--- src/logic/icache_cfg_pkg.sv ---
/*
 * icache geometry: set and way counts, address split, and the field
 * types that carve a fetch address into tag, index and word
 */
package icache_cfg_pkg;

    localparam int ADDR_W     = 32;
    localparam int NUM_WAYS   = 4;
    localparam int NUM_SETS   = 16;
    localparam int LINE_WORDS = 4;
    localparam int OFFSET_W   = 4;                            // 16-byte line
    localparam int INDEX_W    = 4;
    localparam int TAG_W      = ADDR_W - INDEX_W - OFFSET_W;  // bits 31:8
    localparam int WORD_SEL_W = 2;

    typedef logic [ADDR_W-1:0]     addr_t;
    typedef logic [TAG_W-1:0]      tag_t;
    typedef logic [INDEX_W-1:0]    index_t;
    typedef logic [WORD_SEL_W-1:0] word_sel_t;
    typedef logic [1:0]            way_t;
    typedef logic [2:0]            plru_t;  // {ways 2/3, ways 0/1, half}

    function automatic tag_t addr_tag(input addr_t a);
        return a[ADDR_W-1 -: TAG_W];
    endfunction

    function automatic index_t addr_index(input addr_t a);
        return a[OFFSET_W +: INDEX_W];
    endfunction

    // word within the line, byte bits dropped
    function automatic word_sel_t addr_word(input addr_t a);
        return a[OFFSET_W-1 -: WORD_SEL_W];
    endfunction

endpackage

--- src/logic/line_state.sv ---
`timescale 1ns/1ns
/*
 * per-set valid bits and tree pseudo-LRU bits, with a registered read
 * and the victim way for the set last read
 */
module line_state (
    input  logic                                clk,
    input  logic                                rst_n,
    input  icache_cfg_pkg::index_t              rd_index,
    input  logic                                fill,
    input  logic                                hit,
    input  icache_cfg_pkg::way_t                way,
    output logic [icache_cfg_pkg::NUM_WAYS-1:0] valid,
    output icache_cfg_pkg::way_t                victim
);
    import icache_cfg_pkg::*;

    logic [NUM_WAYS-1:0] valid_q [NUM_SETS];
    plru_t               plru_q  [NUM_SETS];
    index_t              idx_q;     // set last read
    plru_t               cur_bits;
    plru_t               upd_bits;

    assign cur_bits = plru_q[idx_q];

    // follow the tree, 0 means the lower way
    assign victim = cur_bits[0] ? {1'b1, cur_bits[2]} : {1'b0, cur_bits[1]};

    // point the path of the used way away from it
    always_comb begin
        upd_bits    = cur_bits;
        upd_bits[0] = ~way[1];
        if (way[1]) begin
            upd_bits[2] = ~way[0];
        end else begin
            upd_bits[1] = ~way[0];
        end
    end

    always_ff @(posedge clk or negedge rst_n) begin
        if (!rst_n) begin
            for (int s = 0; s < NUM_SETS; s++) begin
                valid_q[s] <= '0;
                plru_q[s]  <= '0;
            end
            idx_q <= '0;
            valid <= '0;
        end else begin
            idx_q <= rd_index;
            valid <= valid_q[rd_index];
            if (fill) begin
                valid_q[idx_q][way] <= 1'b1;
            end
            if (fill || hit) begin
                plru_q[idx_q] <= upd_bits;
            end
        end
    end

endmodule

--- config.mk ---
export PLATFORM = sky130hd
export DESIGN_NAME = line_state
export DESIGN_NICKNAME = d
export VERILOG_FILES = /design/src/logic/icache_cfg_pkg.sv /design/src/logic/line_state.sv
export SDC_FILE = /design/constraint.sdc
export NUM_CORES = 1
export LEC_CHECK = 0
export BUFFER_PORTS_ARGS = -buffer_cell sky130_fd_sc_hd__clkbuf_2
export CAP_MARGIN = 0
export CORE_ASPECT_RATIO = 0.6
export CORE_UTILIZATION = 60
export DETAILED_ROUTE_END_ITERATION = 7
export PLACE_DENSITY = 0.77
export RECOVER_POWER = 25
export SETUP_SLACK_MARGIN = 0.4
export SLEW_MARGIN = 0
export SYNTH_ARGS = -nofsm -noshare
export SYNTH_HDL_FRONTEND = slang
export SYNTH_SLANG_ARGS = --single-unit
--- constraint.sdc ---
create_clock -name clk -period 2.2 [get_ports clk]
set_clock_uncertainty 0.05 [all_clocks]
set_input_delay 0.44 -clock clk [delete_from_list [all_inputs] [get_ports clk]]
set_output_delay 0.44 -clock clk [all_outputs]
set_load 0.1 [all_outputs]
==> impl_summary.md <==
Die
The number of core rows is 25. The die height is between 70 and 80 µm. The placeable core region is 8160 µm².

Pin placement for this block handled 16 I/O pins. The horizontal extent of the die is ~120 µm. The initial core utilization is between 60 and 70%. The die covers 9130 µm².

Route
The via count normalized by instance count is ~6.6. For this run, design rule violations remaining after detail routing come to 0. The mean routed wirelength per cell is approximately 26 µm. The final wirelength is 15200 µm. The number of vias in the routed layout is roughly 3800. The detailed router's first-iteration violation count is roughly 540.

The count of nets left with antenna violations once routing finished came out at 0. The first-pass iteration count of the detailed router is 5.

Worst setup path
The data required time of the worst path is 1.71 ns. For this design, the slowest cell found on the critical path is sky130_fd_sc_hd__mux4_2. The highest net fanout along the worst path is 6. The delay of the slowest critical-path stage is around 0.5 ns. The type of destination of the critical path is an output pin. The signal on the critical path passes through clkbuf_16 -> mux4_2 -> o2bb2ai_1 -> a211oi_2 -> mux2i_4 -> o21ai_4 -> buf_12.

The length in cells of the worst reg-to-reg path is 15. The critical path arrival is between 2 and 2.5 ns. The kind of critical path is reg2out. STA classifies the critical path startpoint as a register.

Timing
Headroom to the max-slew limit came out at around 8.4%. Setup repair after global routing could not meet its margin everywhere. Across all setup checks in the final design, the least slack found is -0.590 ns. The actual transition at the worst max-transition pin is around 1.4 ns.

The smallest clock period supported by the final layout is computed as between 2 and 3 ns. Setup violations remaining at the end of the flow were counted as 22. The worst hold slack is 0.203 ns. Timing would allow up to about 0.36 GHz. The number of failing hold endpoints at the final stage was 0.

Dividing the final minimum period by the clock period gives 127%. Summed over all failing endpoints, the final setup total negative slack is -5.46 ns. The max-slew violation count came to 0.

Global route
The maximum number of pins on one net before global-route repair is 62. The first global-routing pass estimated 22900 µm of wire. The initial antenna violation count is 0. In the global route stage, met1 resource usage came out at between 50% and 60%. The total congestion overflow is 0. The peak-usage layer in the global routing report is met2.

The via count of the first global-routing pass came to roughly 3900. Global routing consumed, over all layers together, between 30% and 40% of the routing resources. The met2 demand-to-capacity share in global routing is between 50% and 60%. The met3 demand-to-capacity share in global routing is 10.8%.

Yosys
After technology mapping, the gate count stands at around 380. The average cell area after synthesis is 13.7 µm². The post-synthesis sequential element count is 120. Summing the sequential cell areas from Yosys gives 57.3% of the chip area. The fraction of post-synthesis cell area in the top cell type by area is about 57%. The cell type contributing the most total cell area after synthesis is sky130_fd_sc_hd__dfrtp_1. The most used flip-flop cell after synthesis is sky130_fd_sc_hd__dfrtp_1. The cell area that synthesis handed to floorplanning was 5240 µm². When the netlist entered floorplanning its net count stood at between 300 and 400. Counting flops with a built-in enable in the synthesized netlist gives 0.

The count of unique library cells instantiated by Yosys is 40. Yosys printed 0 warnings. After synthesis, the share of flip-flops with an asynchronous set or reset is between 90% and 100%. After synthesis, the cell types taking the most area are sky130_fd_sc_hd__dfrtp_1, sky130_fd_sc_hd__mux4_2, sky130_fd_sc_hd__a21o_1, sky130_fd_sc_hd__mux2_2, sky130_fd_sc_hd__o21bai_1.

Cells and area
The sequential cells in the finished layout cover a total of ~3000 µm². After filler insertion, the fill cell instance count of the layout stands at approximately 330. In the final layout, the multi-input gates occupy approximately 2500 µm².

0 antenna diodes ended up in the layout. The signed area change from the synthesized netlist to the final layout is 32.4%. At the end of the flow, the number of nets in the layout was 470. The finished cells cover a little under 7000 µm². The number of non-filler instances in the completed layout is about 580. The ratio of cells with drive above 1 in the final layout is between 40% and 50%.

Status
The checks that failed: negative setup slack. The flow ran to the end, but the final reports show violations.

Power and ir drop
For this design the static power due to leakage is ~3.3 nW. The ratio of total power to cell area is approximately 1100 nW/µm². Summed over all nets, the switching power comes to between 2 and 2.5 mW. The share of total power dissipated in sequential elements is 40.8%. The internal power of the cells totals roughly 5.1 mW. Net switching is 29.9% of the power. Combinational logic burns 22.5% of the power. The share of power burned in the clock network is around 37%. The highest ir drop seen on vdd is ~680 µV.

Hold path
The classification of the worst-slack hold path is in2reg. The cell depth of the worst hold path is 1.

Clocking
The total number of H-tree levels is 4. CTS saw between 100 and 150 sinks. Clock tree synthesis inserted a total of 17 buffers. The number of buffers between clock root and the deepest sink is 2. The clock-pin transition on the worst setup and hold timing paths is about 0.060 ns. In this run the clock root is driven by a sky130_fd_sc_hd__clkbuf_16. The clock latency reported for the late side of the worst-skew pair is approximately 0.43 ns.

The TritonCTS clock tree is yes.

Job
Across the run, the number of max-cap violations was 0.

Placement
The routability congestion estimate from global placement is between 0.8 and 0.9. The detailed-placement wirelength estimate is between 8000 and 9000 µm. After detailed placement, the design holds a cell count of a little over 500.

The number of port buffers is 15. The post-placement cell area is between 5000 and 6000 µm².
[power by group through the flow]
stage	Sequential (mW)	Clock, mW	Combinational (mW)
after floorplan	3.00	0	0.875
after global placement	2.93	0	1.29
after detailed placement	2.94	0	1.34
after CTS	2.93	2.68	1.55
after global routing	3.01	2.81	1.72
final	2.98	2.69	1.64
[registers in the layout, summed over array words and instances, names as in the netlist]
| name | count |
|---|---|
| valid_q | 64 |
| plru_q | 48 |
| idx_q | 4 |
| valid | 4 |
[kinds of logic (layout without fill, tap and decap cells)]
| family | after synthesis | count (layout) | share of synthesized area, % |
|---|---|---|---|
| AND/OR/NAND/NOR | 79 | 79 | 7.04 |
| buffers and inverters | 22 | 112 | 2.36 |
| AO/OA/AOI/OAI | 94 | 94 | 12.6 |
| flip-flops | 120 | 120 | 57.3 |
| multiplexers | 68 | 68 | 20.8 |
[worst max-delay path, delay by kind of cell (launching register included)]
family / cells / cell delay [ns]
AOI/OAI and AO/OA: 3 / 0.41
buffers and inverters: 2 / 0.35
DFF: 1 / 0.43
muxes: 2 / 0.69
[cell usage after synthesis (2+ instances only)]
| cell type | count |
|---|---|
| sky130_fd_sc_hd__or2_2 | 5 |
| sky130_fd_sc_hd__nor2b_1 | 2 |
| sky130_fd_sc_hd__nor3_1 | 6 |
| sky130_fd_sc_hd__o21ai_0 | 20 |
| sky130_fd_sc_hd__o21bai_1 | 20 |
| sky130_fd_sc_hd__mux2_2 | 30 |
| sky130_fd_sc_hd__mux2i_1 | 8 |
| sky130_fd_sc_hd__dfrtp_1 | 120 |
| sky130_fd_sc_hd__nand3_1 | 2 |
| sky130_fd_sc_hd__nand2b_1 | 4 |
| sky130_fd_sc_hd__buf_2 | 5 |
| sky130_fd_sc_hd__and3_1 | 2 |
| sky130_fd_sc_hd__nand2_1 | 36 |
| sky130_fd_sc_hd__a21o_1 | 46 |
| sky130_fd_sc_hd__nor2_1 | 15 |
| sky130_fd_sc_hd__inv_1 | 2 |
| sky130_fd_sc_hd__mux4_2 | 28 |
| sky130_fd_sc_hd__buf_4 | 3 |
| sky130_fd_sc_hd__clkbuf_1 | 8 |
[worst paths after layout]
path,slack (ns),endpoint,start
max in group asynchronous,0.42,idx_q[3]$_DFF_PN0_,rst_n
min,0.20,idx_q[3]$_DFF_PN0_,rd_index[3]
min reg2reg,0.40,valid_q[52]$_DFFE_PN0P_,valid_q[52]$_DFFE_PN0P_
min in group asynchronous,0.61,plru_q[34]$_DFFE_PN0P_,rst_n
max reg2reg,-0.41,plru_q[44]$_DFFE_PN0P_,idx_q[0]$_DFF_PN0_
max,-0.59,victim[0],idx_q[0]$_DFF_PN0_
[cell usage in the layout (no fill, tap or decap), types with 10 or more instances in the layout]
| cell | synthesis | layout |
|---|---|---|
| sky130_fd_sc_hd__clkbuf_2 | 0 | 10 |
| sky130_fd_sc_hd__mux2_4 | 1 | 16 |
| sky130_fd_sc_hd__buf_4 | 3 | 30 |
| sky130_fd_sc_hd__o21bai_1 | 20 | 20 |
| sky130_fd_sc_hd__mux4_2 | 28 | 29 |
| sky130_fd_sc_hd__buf_6 | 1 | 27 |
| sky130_fd_sc_hd__a21o_1 | 46 | 44 |
| sky130_fd_sc_hd__clkbuf_16 | 0 | 18 |
| sky130_fd_sc_hd__nand2_1 | 36 | 25 |
| sky130_fd_sc_hd__dfrtp_1 | 120 | 118 |
| sky130_fd_sc_hd__mux2_2 | 30 | 15 |
[metal layers]
layer | part of all wire (%) | wire, µm
met2 | 45 | 6850
met4 | 3.4 | 522
met3 | 9.1 | 1380
met5 | 0 | 0
met1 | 42 | 6410
[stage by stage]
| stage | utilization, % | total power, mW | setup slack (ns) |
|---|---|---|---|
| final | 85.0 | 7.32 | -0.590 |
| after global routing | 85.0 | 7.54 | -0.623 |
| after CTS | 83.2 | 7.16 | -0.569 |
| after detailed placement | 70.2 | 4.28 | -0.133 |
| after global placement | 70.2 | 4.23 | -0.122 |
| after floorplan | - | 3.87 | -0.296 |
[timing repair]
action,in CTS,in global routing
hold endpoints to repair,32,0
hold buffers,1,0
setup endpoints to repair,39,73
resized for setup,76,39
pin swaps,20,10
setup buffers,24,6
gates cloned,1,0
[layout make-up]
cell class,count,share of cell area [%]
flip-flops and latches,120,43.3
multi-input cells,241,36.0
repair buffers,77,10.2
clock buffers,21,6.92
well taps,108,1.95
clock inverters,11,1.41
inverters,3,0.162
No activity file was read; power rests on OpenSTA's default activity.
