`src/logic/icache_cfg_pkg.sv`:
```
/*
 * icache geometry: set and way counts, address split, and the field
 * types that carve a fetch address into tag, index and word
 */
package icache_cfg_pkg;

    localparam int ADDR_W     = 32;
    localparam int NUM_WAYS   = 4;
    localparam int NUM_SETS   = 16;
    localparam int LINE_WORDS = 4;
    localparam int OFFSET_W   = 4;                            // 16-byte line
    localparam int INDEX_W    = 4;
    localparam int TAG_W      = ADDR_W - INDEX_W - OFFSET_W;  // bits 31:8
    localparam int WORD_SEL_W = 2;

    typedef logic [ADDR_W-1:0]     addr_t;
    typedef logic [TAG_W-1:0]      tag_t;
    typedef logic [INDEX_W-1:0]    index_t;
    typedef logic [WORD_SEL_W-1:0] word_sel_t;
    typedef logic [1:0]            way_t;
    typedef logic [2:0]            plru_t;  // {ways 2/3, ways 0/1, half}

    function automatic tag_t addr_tag(input addr_t a);
        return a[ADDR_W-1 -: TAG_W];
    endfunction

    function automatic index_t addr_index(input addr_t a);
        return a[OFFSET_W +: INDEX_W];
    endfunction

    // word within the line, byte bits dropped
    function automatic word_sel_t addr_word(input addr_t a);
        return a[OFFSET_W-1 -: WORD_SEL_W];
    endfunction

endpackage

```
`src/logic/ram_port_if.sv`:
```
`timescale 1ns/1ns
/*
 * one synchronous array port, payload type chosen per array
 */
interface ram_port_if #(
    parameter type payload_t = logic
);
    import icache_cfg_pkg::*;

    logic     en;      // read or write this cycle
    logic     we;
    index_t   addr;    // set number
    payload_t wdata;
    payload_t rdata;   // valid the cycle after en

    // controller side
    modport ctrl (output en, output we, output addr, output wdata, input rdata);

    // array side
    modport ram (input en, input we, input addr, input wdata, output rdata);

endinterface

```
`src/logic/way_ram.sv`:
```
`timescale 1ns/1ns
/*
 * single-port set array for one way, used for both tags and lines;
 * synchronous read with one cycle of latency
 */
module way_ram #(
    parameter type entry_t = logic
) (
    input logic      clk,
    ram_port_if.ram  port
);
    import icache_cfg_pkg::*;

    entry_t mem [NUM_SETS];

    // write lands on the presenting edge
    // a read in the same cycle returns the old entry
    always_ff @(posedge clk) begin
        if (port.en) begin
            if (port.we) begin
                mem[port.addr] <= port.wdata;
            end
            port.rdata <= mem[port.addr];  // held while en is low
        end
    end

endmodule

```
`src/flat_wrapper.sv`:
```
// flat-port wrapper written by rule: the top's interface ports become plain ports
module way_ram_flat import icache_cfg_pkg::*;
#(
    parameter type entry_t = logic
)
  (clk, port_en, port_we, port_addr, port_wdata, port_rdata);
  ram_port_if port_i ();
  input logic clk;
  input wire logic [$bits(port_i.en)-1:0] port_en;
  input wire logic [$bits(port_i.we)-1:0] port_we;
  input wire logic [$bits(port_i.addr)-1:0] port_addr;
  input wire logic [$bits(port_i.wdata)-1:0] port_wdata;
  output wire logic [$bits(port_i.rdata)-1:0] port_rdata;
  assign port_i.en = port_en;
  assign port_i.we = port_we;
  assign port_i.addr = port_addr;
  assign port_i.wdata = port_wdata;
  assign port_rdata = port_i.rdata;
  way_ram #(.entry_t(entry_t)) u_core (.clk(clk), .port(port_i));
endmodule
```
`config.mk`:
```
export PLATFORM = sky130hd
export DESIGN_NAME = way_ram_flat
export DESIGN_NICKNAME = d
export VERILOG_FILES = /design/src/logic/icache_cfg_pkg.sv /design/src/logic/ram_port_if.sv /design/src/logic/way_ram.sv /design/src/flat_wrapper.sv
export SDC_FILE = /design/constraint.sdc
export NUM_CORES = 1
export LEC_CHECK = 0
export BUFFER_PORTS_ARGS = -buffer_cell sky130_fd_sc_hd__buf_4
export CORE_UTILIZATION = 30
export CTS_BUF_LIST = sky130_fd_sc_hd__clkbuf_8
export DETAILED_ROUTE_END_ITERATION = 8
export PLACE_DENSITY = 0.44
export RECOVER_POWER = 50
export SETUP_SLACK_MARGIN = 0.5
export SLEW_MARGIN = 20
export SYNTH_ARGS = -nofsm -noshare
export SYNTH_HDL_FRONTEND = slang
export SYNTH_SLANG_ARGS = --single-unit
```
`constraint.sdc`:
```
create_clock -name clk -period 2.3 [get_ports clk]
set_input_delay 0.23 -clock clk [delete_from_list [all_inputs] [get_ports clk]]
set_output_delay 0.23 -clock clk [all_outputs]
set_load 0.005 [all_outputs]
```
==> impl_metrics.toml, run 1 <==
[run_status]
outcome = "finished clean"

[finish]
nNetsFinal = 72
fin_util_pct = 36.26
diodes = 0
drive_above_1_share_pct = 15.87
fin_cells = 93
area_growth_pct = 13.97

[placement]
io_buffers = 8
dp.cells = 89
place.gp.congestion = 0.6766
dp_hpwl_um = 984.2

[worst_setup_path]
critPathSlowestCell = "mux4_1"
endpoint = "u_core.port.rdata"
crit_chain = "mux4_1 -> nand3_1 -> nand4_1"
cp.arrival_ns = 1.31
max_stage_delay_ns = 0.51
worstSetupPathType = "reg2reg"
crit_fanout = 1
crit_required_ns = 2.30
rr_worst_depth = 3
startpoint = "u_core.mem[13]"
worstReg2RegEnd = "u_core.port.rdata"
r2r_start = "u_core.mem[13]"
r2r_slack_ns = 0.98
end_kind = "flip-flop"
cp-start-kind = "flip-flop"

[global_routing]
globalRouteTotalUtil_pct = 12.17
grt_max_degree = 17
antenna_found_initial = 0
overflow = 0
grt_pass1_wl_mm = 2.187
grt_pass1_vias = 425

[sta]
slew-limit-headroom_pct = 59.84
fin_crit_ns = 1.315
setup_violations = 0
timing.final.crit_share_pct = 57.18
finalSetupTns_ns = 0
fin_skew_ns = 0.0007252
timing.final.max_slew_violations = 0
hold_viol = 0
fmax_mhz = 760.4
tightest_slew_ns = 0.6025
rsz0062_at_grt = "false"

[power_and_ir_drop]
irDropWorstVdd_uv = 269.6
p_per_area_mw_per_mm2 = 677.8
p_leak_uw = 0.0002963

[synthesis]
syn_nets = 63
synth_top_area_share_pct = 64.76
syn_area_per_cell_um2 = 14.33
synth.top_cells.by_count = "edfxtp_1, nor2_1, mux4_1, nand2b_1, nor3_1"
synth_cell_type_count = 14
synth.area.mux_share_pct = 13.33
yosys.area_share.simple_pct = 18.73
synthAdderAreaFrac_pct = 0
synth_area_leaders = "edfxtp_1, mux4_1, nor2_1, nand2b_1, nor3_1"
ys_seq_area_share_pct = 64.76
syn_area_um2 = 788.3
yosysTopAreaCell = "edfxtp_1"
ys_ff_latch = 17
synth_compound_area_share_pct = 0
yosysWarnings = 0
synth_top_family_by_area = "simple AND/OR/NAND/NOR gates"
synth.most_common_cell = "edfxtp_1"
synth_edf_count = 17
async_flop_share_pct = 0
synth_xor_area_share_pct = 0
synth-main-ff-cell = "edfxtp_1"
synth_cells = 55

[detailed_routing]
viasPerCell = 4.882
drc = 0
drt_pass1_iterations = 4
ant_nets = 0
drt_iter0_drc = 8
drt-total-wl_mm = 1.432
vias = 454
routedWlPerCell_um = 15.40

[clocking]
clock_sinks = 17
clk_pin_slew_ns = 0.06
cts_buffers = 3
cts_resized = 0
postCtsHoldBufs = 0
cts_buffer_depth = 2
cts_setup_buffers = 0
cts_tree = "done"
clkLatencyLatePin_ns = 0.25
htreeDepth = 1
cts-root-buf = "clkbuf_8"

[floorplan]
die_w_um = 53.26
num_io_pins = 9
die-area_mm2 = 0.002837
initial_core_util_pct = 31.82
die_y_um = 53.26
core_area_mm2 = 0.002477
std_cell_rows = 18

[job]
cap_violations = 0

[hold_path]
hold_class = "in2reg"
[metrics by stage]
stage | total power, µW | setup slack (ns) | hold slack (ns) | instance area, µm²
after floorplan | 381.2 | 0.9662 | 0.3289 | 788.3
after global placement | 400.3 | 0.8979 | 0.4698 | 860.8
after detailed placement | 400.9 | 0.8861 | 0.4693 | 860.8
after CTS | 619.0 | 0.9747 | 0.2052 | 905.9
after global routing | 633.6 | 0.9161 | 0.3140 | 898.4
final | 608.9 | 0.9849 | 0.3101 | 898.4
[where the power goes]
| part | switching, µW | internal, µW | total, µW |
|---|---|---|---|
| sequential | 0.976 | 346 | 347 |
| combinational | 25.0 | 19.6 | 44.6 |
| clock | 98.7 | 118 | 217 |
[critical path: cells and delay by family, from the launching register on]
family,cells,cell delay [ns]
simple gates,2,0.20
mux,1,0.51
flops,1,0.35
[worst min-delay path by stage]
| stage | from | to | slack (ns) | depth (start not counted) |
|---|---|---|---|---|
| global placement | port_en | u_core.port.rdata | 0.47 | 1 |
| finish | port_en | u_core.port.rdata | 0.31 | 1 |
| floorplan | port_wdata | u_core.mem[0] | 0.33 | 0 |
| global route | port_en | u_core.port.rdata | 0.31 | 1 |
| detailed placement | port_en | u_core.port.rdata | 0.47 | 1 |
| CTS | port_en | u_core.port.rdata | 0.21 | 1 |
[flip-flops by register name, indices dropped and copies added (netlist names)]
signal             count
u_core.mem            16
u_core.port.rdata      1
[metal layers]
metal / up-vias / track usage, % / wire [µm]
li1: 227 / - / -
met1: 218 / 16.64 / 689
met2: 7 / 17.08 / 682
met3: 2 / 2.586 / 51
met4: 0 / 7.895 / 9
met5: - / 0 / 0
[cell families (layout without fill, tap and decap cells)]
logic type | Yosys count | count (layout)
AND/OR/NAND/NOR | 30 | 30
multiplexers | 4 | 4
flip-flops | 17 | 17
buffers and inverters | 4 | 12
[cell type report]
type                       instances  area [µm²]
clock inverter                     1       3.754
sequential                        17       510.5
multi-input combinational         34       252.7
fill                             268        1579
clock buffer                       3       41.29
timing repair buffer               8       52.55
tap                               30       37.54
[layout by cell type (no fill, tap or decap), drive strengths merged]
| cell | count |
|---|---|
| nand4b | 2 |
| nand3 | 1 |
| mux4 | 4 |
| nor2 | 13 |
| nand2 | 3 |
| or3 | 1 |
| inv | 1 |
| buf | 6 |
| clkbuf | 5 |
| nand4 | 2 |
| nand2b | 4 |
| edfxtp | 17 |
| nor3 | 4 |
Power figures use the tool's default switching activity.
==> run 2, diff against run 1 <==
- PLACE_DENSITY: 0.44 -> 0.45
- clock period: 2.3 -> 1.15 ns (I/O delays scaled with it)
==> run 2 against run 1 <==
The run now ends with negative setup slack left. Sequential cell count is the same. Clock skew up 0.0030 ns. Design area rose by 18%. Clock power rose by 100%. Register-to-register slack got worse by 1.1 ns. Die area is the same. First-iteration DRC count did not move. Cell count increased by 6.5%. Sequential power grew 100%. Largest cell class unchanged. Largest power group unchanged. Highest routed layer unchanged.
==> impl_metrics.toml, run 2 (same netlist as run 1, synthesis figures left out) <==
[run_status]
outcome = "finished, violations left"
violations = "negative setup slack"

[worst_setup_path]
r2r_slack_ns = -0.09
critPathSlowestCell = "mux4_2"
crit_required_ns = 1.15
cp_num_buf_inv = 0
critPathTopFamily = "multiplexers"
worstReg2RegEnd = "u_core.port.rdata"
crit_chain = "mux4_2 -> nand2b_1 -> nand4_1"
end_kind = "flip-flop"
worstSetupPathType = "reg2reg"
cp.arrival_ns = 1.24
r2r_start = "u_core.mem[7]"
max_stage_delay_ns = 0.47
cp-start-kind = "flip-flop"
crit_fanout = 1
rr_worst_depth = 3

[detailed_routing]
drt_pass1_iterations = 4
ant_nets = 0
routedWlPerCell_um = 14.27
drt_iter0_drc = 8
vias = 485
viasPerCell = 4.899
drt-total-wl_mm = 1.413
drc = 0

[finish]
mostFrequentLayoutCells = "edfxtp_1, buf_4, nor2_4"
area_growth_pct = 34.76
final_common_cell = "edfxtp_1"
fin_cells = 99
nNetsFinal = 78
reg_top3 = "u_core.mem: 16 flops, u_core.port.rdata: 1 flops"
largest_register = "u_core.mem"
largest_reg_flops = 16
drive_above_1_share_pct = 53.62
diodes = 0

[floorplan]
die_y_um = 53.26
die-area_mm2 = 0.002837
initial_core_util_pct = 31.82
std_cell_rows = 18
num_io_pins = 9
core_area_mm2 = 0.002477
die_w_um = 53.26

[global_routing]
globalRouteTotalUtil_pct = 12.19
overflow = 0
grt_max_degree = 17
grt_pass1_vias = 456
grt_pass1_wl_mm = 2.214
antenna_found_initial = 0

[placement]
dp.cells = 90
place.gp.congestion = 0.6645
dp_hpwl_um = 964.4
io_buffers = 8

[sta]
fmax_mhz = 806.0
setup_violations = 1
timing.final.crit_share_pct = 107.9
finalSetupTns_ns = -0.09075
hold_viol = 0
rsz0062_at_grt = "true"
fin_skew_ns = 0.003682
fin_ws_ns = -0.09075
tightest_slew_ns = 0.5925
fin_hold_ws_ns = 0.1965
fin_crit_ns = 1.241
slew-limit-headroom_pct = 60.50
timing.final.max_slew_violations = 0

[power_and_ir_drop]
finalPower_uw = 1270
combPwrFrac_pct = 11.1
intPower_uw = 997.8
seqPwrFrac_pct = 54.7
p_per_area_mw_per_mm2 = 1196
clkPwrFrac_pct = 34.2
swShare_pct = 21.44
p_leak_uw = 0.0003409
p_sw_uw = 272.3
irDropWorstVdd_uv = 625.1

[clocking]
cts_buffer_depth = 2
clkLatencyLatePin_ns = 0.25
postCtsHoldBufs = 0
cts_tree = "done"
htreeDepth = 1
clock_sinks = 17
clk_pin_slew_ns = 0.06
cts_buffers = 3
cts-root-buf = "clkbuf_8"

[job]
cap_violations = 0

[hold_path]
min_path_cells = 1
hp-start = "port_en"
hold_class = "in2reg"
holdPathEnd = "u_core.port.rdata"
## run 2: metal layers
metal  vias up  global-route usage (%)  share of wire, %
li1        233                       -                 -
met1       233                   16.52                47
met2        17                   16.46                46
met3         2                   3.736               6.2
met4         0                   7.895              0.71
met5         -                       0                 0
## run 2: worst max-delay path by stage
stage	start	to	slack, ns	cells after the start
after CTS	u_core.mem[7]	u_core.port.rdata	-0.11	3
after floorplan	u_core.mem[7]	u_core.port.rdata	-0.05	3
after global routing	u_core.mem[13]	u_core.port.rdata	-0.18	3
after detailed placement	u_core.mem[0]	u_core.port.rdata	-0.11	3
after global placement	u_core.mem[0]	u_core.port.rdata	-0.10	3
final	u_core.mem[7]	u_core.port.rdata	-0.09	3
## run 2: per-stage QoR
stage	worst slack (ns)	area [µm²]	util, %
floorplan	-0.04920	868.3	-
global placement	-0.1029	892.1	36.01
detailed placement	-0.1100	892.1	36.01
CTS	-0.1085	1037	41.87
global route	-0.1772	1062	42.88
finish	-0.09075	1062	42.88
## run 2: power groups by stage
stage	Clock, µW	Combinational (µW)	Sequential (µW)
3_5_place_dp	0	111	708
3_3_place_gp	0	111	708
4_1_cts	447	139	694
6_report	434	141	695
5_1_grt	485	153	695
2_1_floorplan	0	88.3	708
## run 2: final cells by class
| class | instances | area (µm²) |
|---|---|---|
| clock buffers | 3 | 41.29 |
| clock inverters | 1 | 3.754 |
| fillers | 235 | 1415 |
| multi-input cells | 34 | 340.3 |
| flip-flops and latches | 17 | 510.5 |
| well taps | 30 | 37.54 |
| repair buffers | 14 | 128.9 |
## run 2: repair_timing
item | 4_1_cts | 5_1_grt
buffers inserted | 5 | 0
endpoints found under the setup margin | 18 | 18
pin swaps | 5 | 4
resized for setup | 17 | 9
==> run 3, diff against run 2 <==
- PLACE_DENSITY: 0.45 -> 0.48
- SLEW_MARGIN: 20 -> unset
==> run 3 against run 2 <==
The run still ends with negative setup slack left. Cell count is 2.0% lower. Sequential power is essentially flat. Setup slack about the same. Critical endpoint unchanged.
==> impl_metrics.toml, run 3 (same netlist as run 1, synthesis figures left out) <==
[sta]
fin_hold_ws_ns = 0.1998
rsz0062_at_grt = "true"
timing.final.max_slew_violations = 0
setup_violations = 1
fin_skew_ns = 0.0007842
fin_crit_ns = 1.241
timing.final.crit_share_pct = 107.9
hold_viol = 0
fin_ws_ns = -0.09090
fmax_mhz = 805.9
slew-limit-headroom_pct = 57.86
tightest_slew_ns = 0.6321
finalSetupTns_ns = -0.09090

[clocking]
clk_pin_slew_ns = 0.06
htreeDepth = 1
postCtsHoldBufs = 0
cts-root-buf = "clkbuf_8"
clkLatencyLatePin_ns = 0.24
cts_buffer_depth = 2
cts_buffers = 3
cts_tree = "done"
clock_sinks = 17

[detailed_routing]
viasPerCell = 4.918
ant_nets = 0
vias = 477
drt_pass1_iterations = 2
drt-total-wl_mm = 1.463
routedWlPerCell_um = 15.08
drt_iter0_drc = 5
drc = 0

[finish]
area_growth_pct = 29.37
drive_above_1_share_pct = 44.78
nNetsFinal = 76
largest_reg_flops = 16
mostFrequentLayoutCells = "edfxtp_1, nor2_1, buf_4"
fin_util_pct = 41.16
fin_cells = 97
final_common_cell = "edfxtp_1"
diodes = 0
reg_top3 = "u_core.mem: 16 flops, u_core.port.rdata: 1 flops"
largest_register = "u_core.mem"

[power_and_ir_drop]
p_per_area_mw_per_mm2 = 1234
p_leak_uw = 0.0003271
finalPower_uw = 1258
irDropWorstVdd_uv = 593.3

[global_routing]
overflow = 0
grt_pass1_vias = 458
globalRouteTotalUtil_pct = 12.09
grt_pass1_wl_mm = 2.283
grt_max_degree = 17
antenna_found_initial = 0

[worst_setup_path]
r2r_slack_ns = -0.09
rr_worst_depth = 3
cp.arrival_ns = 1.24
startpoint = "u_core.mem[12]"
worstSetupPathType = "reg2reg"
end_kind = "flip-flop"
crit_fanout = 1
crit_required_ns = 1.15
cp-start-kind = "flip-flop"
worstReg2RegEnd = "u_core.port.rdata"
r2r_start = "u_core.mem[12]"
endpoint = "u_core.port.rdata"

[floorplan]
die-area_mm2 = 0.002837
initial_core_util_pct = 31.82
num_io_pins = 9
std_cell_rows = 18
core_area_mm2 = 0.002477
die_y_um = 53.26
die_w_um = 53.26

[run_status]
outcome = "finished, violations left"
violations = "negative setup slack"

[placement]
io_buffers = 8
dp_hpwl_um = 995.1
dp.cells = 91
place.gp.congestion = 0.6854

[hold_path]
hold_class = "in2reg"

[job]
cap_violations = 0
==> run 3: timing repair <==
| item | CTS | global route |
|---|---|---|
| resized for setup | 13 | 5 |
| cloned | 0 | 0 |
| setup buffers | 2 | 0 |
| setup endpoints to repair | 18 | 18 |
| pin swaps | 3 | 4 |
==> run 3: final cells by class <==
cell class / instances / area, µm²
Clock buffer: 3 / 41.29
Clock inverter: 1 / 3.754
Fill cell: 244 / 1458
Multi-Input combinational cell: 34 / 311.5
Sequential cell: 17 / 510.5
Tap cell: 30 / 37.54
Timing Repair Buffer: 12 / 115.1
==> run 3: worst min-delay path by stage <==
stage,cells after the start,end,startpoint
detailed placement,1,u_core.port.rdata,port_en
floorplan,0,u_core.mem[0],port_wdata
finish,1,u_core.port.rdata,port_en
global route,1,u_core.port.rdata,port_en
CTS,1,u_core.port.rdata,port_en
global placement,1,u_core.port.rdata,port_en
==> run 3: power breakdown <==
group          internal (µW)  total (µW)  switching (µW)
clock                    236         430             193
sequential               693         695            2.58
combinational           66.1         133            67.2
total                    995        1260             263
==> run 3: metrics by stage <==
stage	area (µm²)	setup slack, ns
floorplan	868.3	-0.04920
global placement	899.6	-0.1110
detailed placement	899.6	-0.1030
CTS	1008	-0.1090
global route	1020	-0.1555
finish	1020	-0.09090
==> run 3: metal layers <==
| layer | GRT usage, % | routed length (µm) |
|---|---|---|
| met5 | 0 | 0 |
| met4 | 5.263 | 7 |
| met3 | 2.586 | 43 |
| met2 | 17.29 | 702 |
| met1 | 17.34 | 709 |
==> run 3: worst max-delay path: stages (launching register included) <==
cell and delay, ns:
edfxtp_1 0.38, mux4_2 0.48, nand3_2 0.08, nand4_1 0.06
